`config.mk`:
```
export PLATFORM = sky130hd
export DESIGN_NAME = exec_pipe_top
export DESIGN_NICKNAME = d
export VERILOG_FILES = /design/src/rtl/pipe_isa_pkg.sv /design/src/rtl/pipe_stage_pkg.sv /design/src/rtl/exec_pipe_top.sv /design/src/rtl/mem_stage.sv /design/src/rtl/ex_mem_reg.sv /design/src/rtl/execute_stage.sv /design/src/rtl/issue_stage.sv
export SDC_FILE = /design/constraint.sdc
export NUM_CORES = 2
export LEC_CHECK = 0
export ABC_AREA = 1
export ABC_CLOCK_PERIOD_IN_PS = 19100
export BUFFER_PORTS_ARGS = -buffer_cell sky130_fd_sc_hd__buf_2
export CAP_MARGIN = 0
export CORE_ASPECT_RATIO = 1.25
export CORE_UTILIZATION = 40
export CTS_CLUSTER_SIZE = 16
export DETAILED_ROUTE_END_ITERATION = 8
export GPL_ROUTABILITY_DRIVEN = 0
export SYNTH_ARGS = -nofsm -noshare
export SYNTH_HDL_FRONTEND = slang
export SYNTH_SLANG_ARGS = --single-unit
```
`constraint.sdc`:
```
create_clock -name clk -period 19.1 [get_ports clk]
set_clock_uncertainty 0.2 [all_clocks]
set_input_delay 2.865 -clock clk [delete_from_list [all_inputs] [get_ports clk]]
set_output_delay 2.865 -clock clk [all_outputs]
set_load 0.02 [all_outputs]
```
`src/rtl/pipe_isa_pkg.sv`:
```
/*
 * ISA level types for the back half of the integer pipeline.
 * Only doubleword data is supported, so the low address bits carry no meaning.
 */

package pipe_isa_pkg;

    localparam int xlen      = 64;  // integer data width.
    localparam int reg_idx_w = 5;   // 32 architectural registers.
    localparam int dw_offset = 3;   // byte offset bits inside one doubleword.

    typedef logic [reg_idx_w-1:0] reg_idx_t;

    // instruction class as handed over by decode.
    typedef enum logic [2:0] {
        ic_nop    = 3'd0,   // bubble, no side effects.
        ic_alu    = 3'd1,
        ic_load   = 3'd2,
        ic_store  = 3'd3,
        ic_branch = 3'd4
    } iclass_e;

    typedef enum logic [2:0] {
        alu_add = 3'd0,
        alu_sub = 3'd1,
        alu_and = 3'd2,
        alu_or  = 3'd3,
        alu_xor = 3'd4,
        alu_sll = 3'd5,
        alu_srl = 3'd6,
        alu_slt = 3'd7      // signed compare, result is 0 or 1.
    } alu_op_e;

endpackage
```
`src/rtl/pipe_stage_pkg.sv`:
```
/*
 * Payloads that travel between pipeline stages.
 * All control bits are plain levels; a zero ctrl field marks a bubble.
 */

package pipe_stage_pkg;

    import pipe_isa_pkg::*;

    // control bits that follow an operation down the pipe.
    typedef struct packed {
        logic mem_read;
        logic mem_write;
        logic mem_to_reg;
        logic reg_write_en;
        logic branch;
    } stage_ctrl_t;

    typedef struct packed {
        stage_ctrl_t       ctrl;
        alu_op_e           alu_op;    // effective opcode after class decode.
        logic [xlen-1:0]   op_a;
        logic [xlen-1:0]   op_b;
        logic [xlen-1:0]   data;      // store data.
        reg_idx_t          rd;
    } id_ex_t;

    typedef struct packed {
        stage_ctrl_t       ctrl;
        logic              z_flag;    // ALU result was zero.
        logic [xlen-1:0]   alu_out;
        logic [xlen-1:0]   data;
        reg_idx_t          rd;
    } ex_mem_t;

    typedef struct packed {
        logic              reg_write_en;
        reg_idx_t          rd;
        logic [xlen-1:0]   value;
    } wb_t;

endpackage

```
`src/rtl/exec_pipe_top.sv`:
```
/*
 * Execute, memory and writeback half of the pipeline. No hazard handling or
 * stalls; results appear three cycles after an operation is sampled.
 */

module exec_pipe_top
    import pipe_isa_pkg::*, pipe_stage_pkg::*;
#(
    parameter int dmem_depth = 16    // doublewords, power of two.
)
(
    input  logic            clk,
    input  logic            reset,
    input  iclass_e         iclass,
    input  alu_op_e         alu_op,
    input  logic [xlen-1:0] op_a,
    input  logic [xlen-1:0] op_b,
    input  logic [xlen-1:0] store_data,
    input  reg_idx_t        rd,
    output wb_t             wb,
    output logic            branch_taken
);

    id_ex_t  id_ex;     // issue to execute.
    ex_mem_t ex_in;     // execute results before the EX/MEM register.
    ex_mem_t ex_mem;    // memory stage input.

    issue_stage u_issue (
        .clk        (clk),
        .reset      (reset),
        .iclass     (iclass),
        .alu_op     (alu_op),
        .op_a       (op_a),
        .op_b       (op_b),
        .store_data (store_data),
        .rd         (rd),
        .id_ex      (id_ex)
    );

    execute_stage u_execute (
        .id_ex (id_ex),
        .ex_in (ex_in)
    );

    ex_mem_reg u_ex_mem (
        .clk    (clk),
        .reset  (reset),
        .ex_in  (ex_in),
        .ex_mem (ex_mem)
    );

    mem_stage #(
        .dmem_depth (dmem_depth)
    ) u_mem (
        .clk          (clk),
        .reset        (reset),
        .ex_mem       (ex_mem),
        .wb           (wb),
        .branch_taken (branch_taken)
    );

endmodule

```
`src/rtl/mem_stage.sv`:
```
/*
 * Doubleword data memory and MEM/WB register. dmem_depth must be a power of
 * two from 2 to 1024; higher address bits wrap. Memory contents have no reset.
 */

module mem_stage
    import pipe_isa_pkg::*, pipe_stage_pkg::*;
#(
    parameter int dmem_depth = 16
)
(
    input  logic    clk,
    input  logic    reset,
    input  ex_mem_t ex_mem,
    output wb_t     wb,
    output logic    branch_taken
);

    localparam int addr_w = $clog2(dmem_depth);

    logic [xlen-1:0]   dmem [dmem_depth];
    logic [addr_w-1:0] addr;          // doubleword index.
    logic [xlen-1:0]   load_value;
    logic [xlen-1:0]   wb_value;
    logic              taken;

    // byte offset bits are dropped, the rest wraps modulo the depth.
    assign addr = ex_mem.alu_out[dw_offset +: addr_w];

    // **********************************************************************
    // data memory
    // **********************************************************************

    // a store lands at the edge that moves the next operation into EX/MEM,
    // so a load right behind it reads the new word.
    always_ff @(posedge clk) begin
        if (ex_mem.ctrl.mem_write) begin
            dmem[addr] <= ex_mem.data;
        end
    end

    assign load_value = ex_mem.ctrl.mem_read ? dmem[addr] : '0;    // asynchronous read.

    // **********************************************************************
    // writeback select and branch outcome
    // **********************************************************************
    assign wb_value = ex_mem.ctrl.mem_to_reg ? load_value : ex_mem.alu_out;
    assign taken    = ex_mem.ctrl.branch & ex_mem.z_flag;    // beq only.

    always_ff @(posedge clk or posedge reset) begin
        if (reset) begin
            wb           <= '0;
            branch_taken <= 1'b0;
        end else begin
            wb.reg_write_en <= ex_mem.ctrl.reg_write_en;
            wb.rd           <= ex_mem.rd;
            wb.value        <= wb_value;
            branch_taken    <= taken;
        end
    end

endmodule

```
`src/rtl/ex_mem_reg.sv`:
```
/*
 * EX/MEM pipeline register. Every field, data included, clears on reset.
 */

module ex_mem_reg
    import pipe_stage_pkg::*;
(
    input  logic    clk,
    input  logic    reset,
    input  ex_mem_t ex_in,
    output ex_mem_t ex_mem
);

    // **********************************************************************
    // register the execute results for the memory stage
    // **********************************************************************
    always_ff @(posedge clk or posedge reset) begin
        if (reset) begin
            ex_mem.ctrl    <= '0;    // a bubble enters the memory stage.
            ex_mem.z_flag  <= 1'b0;
            ex_mem.alu_out <= '0;
            ex_mem.data    <= '0;
            ex_mem.rd      <= '0;
        end else begin
            // memory and writeback controls move one stage.
            ex_mem.ctrl.mem_read     <= ex_in.ctrl.mem_read;
            ex_mem.ctrl.mem_write    <= ex_in.ctrl.mem_write;
            ex_mem.ctrl.mem_to_reg   <= ex_in.ctrl.mem_to_reg;
            ex_mem.ctrl.reg_write_en <= ex_in.ctrl.reg_write_en;
            ex_mem.ctrl.branch       <= ex_in.ctrl.branch;
            ex_mem.z_flag            <= ex_in.z_flag;
            ex_mem.alu_out           <= ex_in.alu_out;    // also the memory address.
            ex_mem.data              <= ex_in.data;
            ex_mem.rd                <= ex_in.rd;
        end
    end

endmodule

```
`src/rtl/execute_stage.sv`:
```
/*
 * Combinational 64-bit ALU. Shift amounts use only the low 6 bits of op_b
 * and slt compares as signed numbers.
 */

module execute_stage
    import pipe_isa_pkg::*, pipe_stage_pkg::*;
(
    input  id_ex_t  id_ex,
    output ex_mem_t ex_in
);

    localparam int shamt_w = $clog2(xlen);

    logic [xlen-1:0]    alu_res;
    logic [shamt_w-1:0] shamt;
    logic               lt;

    assign shamt = id_ex.op_b[shamt_w-1:0];
    assign lt    = $signed(id_ex.op_a) < $signed(id_ex.op_b);

    always_comb begin
        case (id_ex.alu_op)
            alu_add: alu_res = id_ex.op_a + id_ex.op_b;
            alu_sub: alu_res = id_ex.op_a - id_ex.op_b;
            alu_and: alu_res = id_ex.op_a & id_ex.op_b;
            alu_or:  alu_res = id_ex.op_a | id_ex.op_b;
            alu_xor: alu_res = id_ex.op_a ^ id_ex.op_b;
            alu_sll: alu_res = id_ex.op_a << shamt;
            alu_srl: alu_res = id_ex.op_a >> shamt;    // logical, zero fill.
            alu_slt: alu_res = {{(xlen-1){1'b0}}, lt};
            default: alu_res = '0;
        endcase
    end

    // payload for the EX/MEM register.
    always_comb begin
        ex_in.ctrl    = id_ex.ctrl;
        ex_in.z_flag  = (alu_res == '0);    // branch compare uses this.
        ex_in.alu_out = alu_res;
        ex_in.data    = id_ex.data;
        ex_in.rd      = id_ex.rd;
    end

endmodule

```
`src/rtl/issue_stage.sv`:
```
/*
 * Class decode and ID/EX register. Writes to register zero are dropped here,
 * so later stages never see reg_write_en with rd of zero.
 */

module issue_stage
    import pipe_isa_pkg::*, pipe_stage_pkg::*;
(
    input  logic            clk,
    input  logic            reset,
    input  iclass_e         iclass,
    input  alu_op_e         alu_op,
    input  logic [xlen-1:0] op_a,
    input  logic [xlen-1:0] op_b,
    input  logic [xlen-1:0] store_data,
    input  reg_idx_t        rd,
    output id_ex_t          id_ex
);

    stage_ctrl_t ctrl;      // decoded control bits.
    alu_op_e     eff_op;    // opcode the ALU will actually run.

    // **********************************************************************
    // class decode
    // **********************************************************************
    always_comb begin
        ctrl   = '0;
        eff_op = alu_op;
        case (iclass)
            ic_alu: begin
                ctrl.reg_write_en = 1'b1;
            end
            ic_load: begin
                ctrl.mem_read     = 1'b1;
                ctrl.mem_to_reg   = 1'b1;
                ctrl.reg_write_en = 1'b1;
                eff_op            = alu_add;   // address is base plus offset.
            end
            ic_store: begin
                ctrl.mem_write = 1'b1;
                eff_op         = alu_add;
            end
            ic_branch: begin
                ctrl.branch = 1'b1;
                eff_op      = alu_sub;         // equal operands give a zero result.
            end
            default: begin
                ctrl = '0;                     // nop and unknown classes are bubbles.
            end
        endcase
        if (rd == '0) begin
            ctrl.reg_write_en = 1'b0;          // x0 is hardwired to zero.
        end
    end

    // **********************************************************************
    // ID/EX register
    // **********************************************************************
    always_ff @(posedge clk or posedge reset) begin
        if (reset) begin
            id_ex <= '0;
        end else begin
            id_ex.ctrl   <= ctrl;
            id_ex.alu_op <= eff_op;
            id_ex.op_a   <= op_a;
            id_ex.op_b   <= op_b;
            id_ex.data   <= store_data;
            id_ex.rd     <= rd;
        end
    end

endmodule

```
Word level (Yosys, flattened, before mapping)

Memories as Yosys holds them, arrays and structs flattened.
Index checks and enable logic that the tools add are counted.

Flip-flop bits (word level): 413
Bits in writable memories: 1024
Output and inout port bits: 71
Word-level logic and storage cells: 57
Memories kept: 1

$add $sub $neg: 2
$lt $le $gt $ge: 1
Eq/ne operators: 11
Shifts and indexed selects: 2
Mux-type cells: 10
Bitwise logic cells: 4
Reduce and logical (&&, ||, !) cells: 5

Memories:

| memory     | words | bits a word | rd ports | clocked after Yosys merged registers in | wr ports | RTL line        | source |
|---|---|---|---|---|---|---|---|
| u_mem.dmem | 16    | 64          | 1        | 0                                       | 1        | mem_stage.sv:21 | `logic [xlen-1:0] dmem [dmem_depth];` |

Operators by type and width:

| cell                 | count |
|---|---|
| $pmux W64 S8         | 1 |
| $add A64 B64 Y64     | 1 |
| $and A64 B64 Y64     | 1 |
| $logic_not A64 Y1    | 1 |
| $lt A64 B64 Y1       | 1 |
| $mux W64             | 1 |
| $or A64 B64 Y64      | 1 |
| $shl A64 B6 Y64      | 1 |
| $shr A64 B6 Y64      | 1 |
| $sub A64 B64 Y64     | 1 |
| $xor A64 B64 Y64     | 1 |
| $eq A3 B3 Y1 const B | 5 |
| $eq A3 B2 Y1 const B | 4 |
| $mux W1              | 7 |
| $eq A3 B1 Y1 const B | 2 |
| $pmux W3 S2          | 1 |
| $logic_not A5 Y1     | 1 |
| $reduce_or A2 Y1     | 2 |
| $logic_not A3 Y1     | 1 |
| $and A1 B1 Y1        | 1 |

Depth between registers and ports, before layout

Depth in word-level cells: 4
Mapped depth: 28
Gate-level depth less buffers: 23

Modules after synthesis

From an unflattened synthesis, not the netlist that was laid out.

Cells, all modules: 9535
Area total of the unflattened synthesis: 76891.2 um2

By module, submodules not included:

| module        | instances | cells an instance | area each (um2) | seq. area each (um2) |
|---|---|---|---|---|
| mem_stage     | 1         | 4220              | 44529.0         | 32526.2 |
| execute_stage | 1         | 4943              | 23653.9         | 0.0 |
| issue_stage   | 1         | 232               | 5226.3          | 5104.9 |
| ex_mem_reg    | 1         | 140               | 3482.1          | 3478.3 |

Least setup slack after synthesis

Ideal clock, no wire load.

Path kind: register to register
From: register u_ex_mem.ex_mem[72] (netlist name)
To: memory u_mem.dmem[4][0], enable pin
Library setup time: 0.487 ns
Arrival time: 4.035 ns
Data required time: 18.413 ns
Slack: 14.379 ns
Stages on the path, launching flop included: 6
Path buffers: 2
Clock period less this slack: 4.721 ns
Cells stage by stage: dfrtp_1 > nor2_1 > clkbuf_1 > clkbuf_1 > nand2_1 > nor2_1

RTL lines:

| element   | RTL line |
|---|---|
| to (decl) | mem_stage.sv:21 |

No word-level cell before the write port.

==> summary.md <==
| Metric | Value |
|---|---|
| Yosys warns | `0` |
| Critical path buffers and inverters | `1` |
| Largest register FFs | `1024` |
| Synth area leaders | `edfxtp_1, dfrtp_1, nand2_1` |
| Hold path depth | `0` |
| Setup_tns | `0 ns` |
| Met3 wirelength from detailed routing | `29570 um` |
| Met2 WL | `120700 um` |
| Net Count, Synth | `7888` |
| FP Rows | `~170` |
| Worst R2R Setup Slack | `13.72 ns` |
| Largest net degree at the start of global routing | `between 150 and 200` |
| Required @ worst endpoint | `19.62 ns` |
| Area Growth Syn to Fin | `11.65%` |
| Vias per cell | `between 5 and 6` |
| Period Utilization, post-route | `0.2819` |
| Hold WC Path Type | `reg -> reg` |
| Highest routed layer | `met5` |
| DR pass1 iterations | `9` |
| Initial antenna violation count | `16` |
| Total power | `roughly 8.0 mW` |
| Max IR drop VDD | `a little under 0.09 mV` |
| Worst slew pin tran | `about 1.6 ns` |
| GRT overflow | `0` |
| WHS Endpoint | `u_ex_mem.ex_mem[43]` |
| CTS buffer count | `144` |
| Most common cell in the netlist | `nand2_1` |
| Die width | `~380 um` |
| Worst path slowest cell | `dfrtp_4` |
| Final hold slack | `0.1416 ns` |
| CP Class | `reg -> reg` |
| Synth Instances | `~7.5k` |
| Post-synth ARST share | `0.2874` |
| Post-CTS setup buffers | `0` |
| Latest clock arrival within the worst-skew pair | `slightly above 0.8 ns` |
| Synth top area share | `0.4327` |
| Final Hold Fails | `0` |
| Die H | `about 470 um` |
| Leakage power | `32.96 nW` |
| Critical path cell sequence | `clkinv_2 -> ha_1 -> nand3_1 -> nor2_1 -> o21bai_1 -> nand2_1 -> nand3_1 -> nand2_1 -> nand2_1 -> nand2_1 -> nand2_1 -> nand3_1 -> nand3_1 -> nor2_1 -> nand2_1 -> nor2_1 -> nand3_1 -> nor2_1` |
| Mapped cell area | `0.07107 mm2` |
| CP max FO | `82` |
| Detailed Place HPWL | `179500 um` |
| Status | `finished, violations left` |
| Wire per inst | `26.73 um` |
| PnR worst setup slack | `13.72 ns` |
| Max stage delay on crit path | `1.03 ns` |
| Synth cell types | `54` |
| Failing checks | `DRC, slew limit` |
| Min Tclk post-route | `approximately 5.4 ns` |
| Clock tree buffer depth | `3` |
| Crit path launch type | `flip-flop` |
| EDFF count, synth | `1024` |
| Post-Route WL | `roughly 270000 um` |
| Starting DRT DRC Count | `8478` |
| Max-cap violations | `0` |
| Post-CTS Hold Fix Bufs | `0` |
| Final slew viol count | `1` |
| # IOs | `roughly 280` |
| Post-Place Setup Slack | `13.75 ns` |
| Max Freq | `0.1857 GHz` |
| Vias in the first global route | `56.56k` |
| R2r worst-path depth | `18` |
| CTS Sinks | `1437` |
| Post-route ant nets | `0` |
| Synth Flop Type | `edfxtp_1` |
| Arrival time worst endpoint | `5.90 ns` |
| First-pass GRT wire length | `approximately 380000 um` |
| CP Capture Type | `flip-flop` |
| Clk slew on worst S/H paths | `roughly 0.06 ns` |
| CTS root buf | `clkbuf_16` |
| PwrDens | `101.2 mW/mm2` |
| RSZ-0062 raised after global routing | `no` |
| Total Nets Final | `8002` |
| Mapped Avg Cell Area | `9.491 um2` |
| Layout cells sized above 1 | `0.08766` |
| Die area | `0.1794 mm2` |
| GRT Overall Usage | `0.2947` |
| Crit-path leading delay family | `simple AND/OR/NAND/NOR gates` |
| CTS tree | `yes` |
| R2R Path End | `u_ex_mem.ex_mem[133]` |
| Post-synth top area cell | `edfxtp_1` |
| CP startpoint | `u_issue.id_ex[70]` |
| Synth cell count leaders | `nand2_1, edfxtp_1, nand3_1, inv_1, nor2_1` |
| DR DRC count | `2` |
| Effective utilization at floorplan | `0.4037` |
| # setup viols final | `0` |
| Via count | `approximately 60k` |
| Post-cts sizing count | `0` |
| Synthesized flop and latch total | `roughly 1.4k` |
| Most common cell on crit path | `nand2_1` |
| I/O Buffers | `275` |
| Core box area | `0.1760 mm2` |
| CTS H-Tree Depth | `4` |
| Worst r2r src | `u_issue.id_ex[70]` |
| Hold_sp | `u_issue.id_ex[43]` |
| WL met1 | `around 100000 um` |
| Sequential fraction of the synthesis area | `0.5781` |
| Rel. slew slack | `-0.05773` |
[power by group]
group	switching (mW)	total [mW]	internal, mW
logic	1.18	1.59	0.413
clock network	1.24	2.88	1.63
registers	0.113	3.56	3.45
[routing by layer]
layer | up-vias | GRT usage
li1 | 26125 | -
met1 | 28888 | 0.3732
met2 | 3865 | 0.4569
met3 | 922 | 0.06999
met4 | 14 | 0.1754
met5 | - | 0
[layout by cell type (no fill, tap or decap), drive strengths merged, types with 4 or more instances in the layout]
cell,netlist,routed
nand2,1727,1727
edfxtp,1024,1024
nand3,937,937
inv,749,754
nor2,526,526
a22oi,512,512
a21oi,486,486
dfrtp,413,413
buf,189,349
ha,193,193
clkbuf,192,193
o21ai,177,177
clkinv,2,56
nand4,54,54
nor3,53,53
nor4,48,48
o22ai,33,33
and2,30,30
a211oi,26,26
o21bai,23,23
o211ai,21,21
o21a,13,13
a221oi,12,12
bufinv,0,12
o221ai,9,9
nand3b,7,7
xor2,6,6
diode,0,5
and3,4,4
o41ai,4,4
[per-stage QoR]
stage	cells	util	area, um2
6_report	10077	0.4508	79350
3_5_place_dp	9805	0.4229	74450
5_1_grt	10073	0.4507	79340
3_3_place_gp	9805	0.4229	74450
2_1_floorplan	7488	-	71070
4_1_cts	10072	0.4507	79340
[layout make-up]
type                    instances  area (um2)
diodes                          5       12.51
clock buffers                 193        3918
clock inverters                74       972.2
fillers                     17038       96690
inverters                     751        2849
multi-input cells            4919       25600
flip-flops and latches       1437       41100
well taps                    2349        2939
repair buffers                349        1957
[worst max path at each step]
| stage | to | slack, ns | depth (start not counted) |
|---|---|---|---|
| floorplan | u_ex_mem.ex_mem[0] | 4.54 | 1 |
| global placement | u_issue.id_ex[126] | 13.79 | 4 |
| detailed placement | u_issue.id_ex[127] | 13.75 | 4 |
| CTS | u_ex_mem.ex_mem[133] | 13.99 | 20 |
| global route | u_ex_mem.ex_mem[133] | 13.41 | 20 |
| finish | u_ex_mem.ex_mem[133] | 13.72 | 18 |
[cell families (layout without fill, tap and decap cells)]
family | after synthesis | count (layout) | synth area share
buf+inv | 1132 | 1367 | 0.06423
other cells | 0 | 5 | 0
xor+xnor | 6 | 6 | 0.0007394
compound gates | 1326 | 1326 | 0.1169
simple gates | 3391 | 3391 | 0.2054
flops | 1437 | 1437 | 0.5781
mux | 1 | 1 | 0.0001409
fa+ha+maj | 195 | 195 | 0.03454
(Power assumes the default switching activity.)
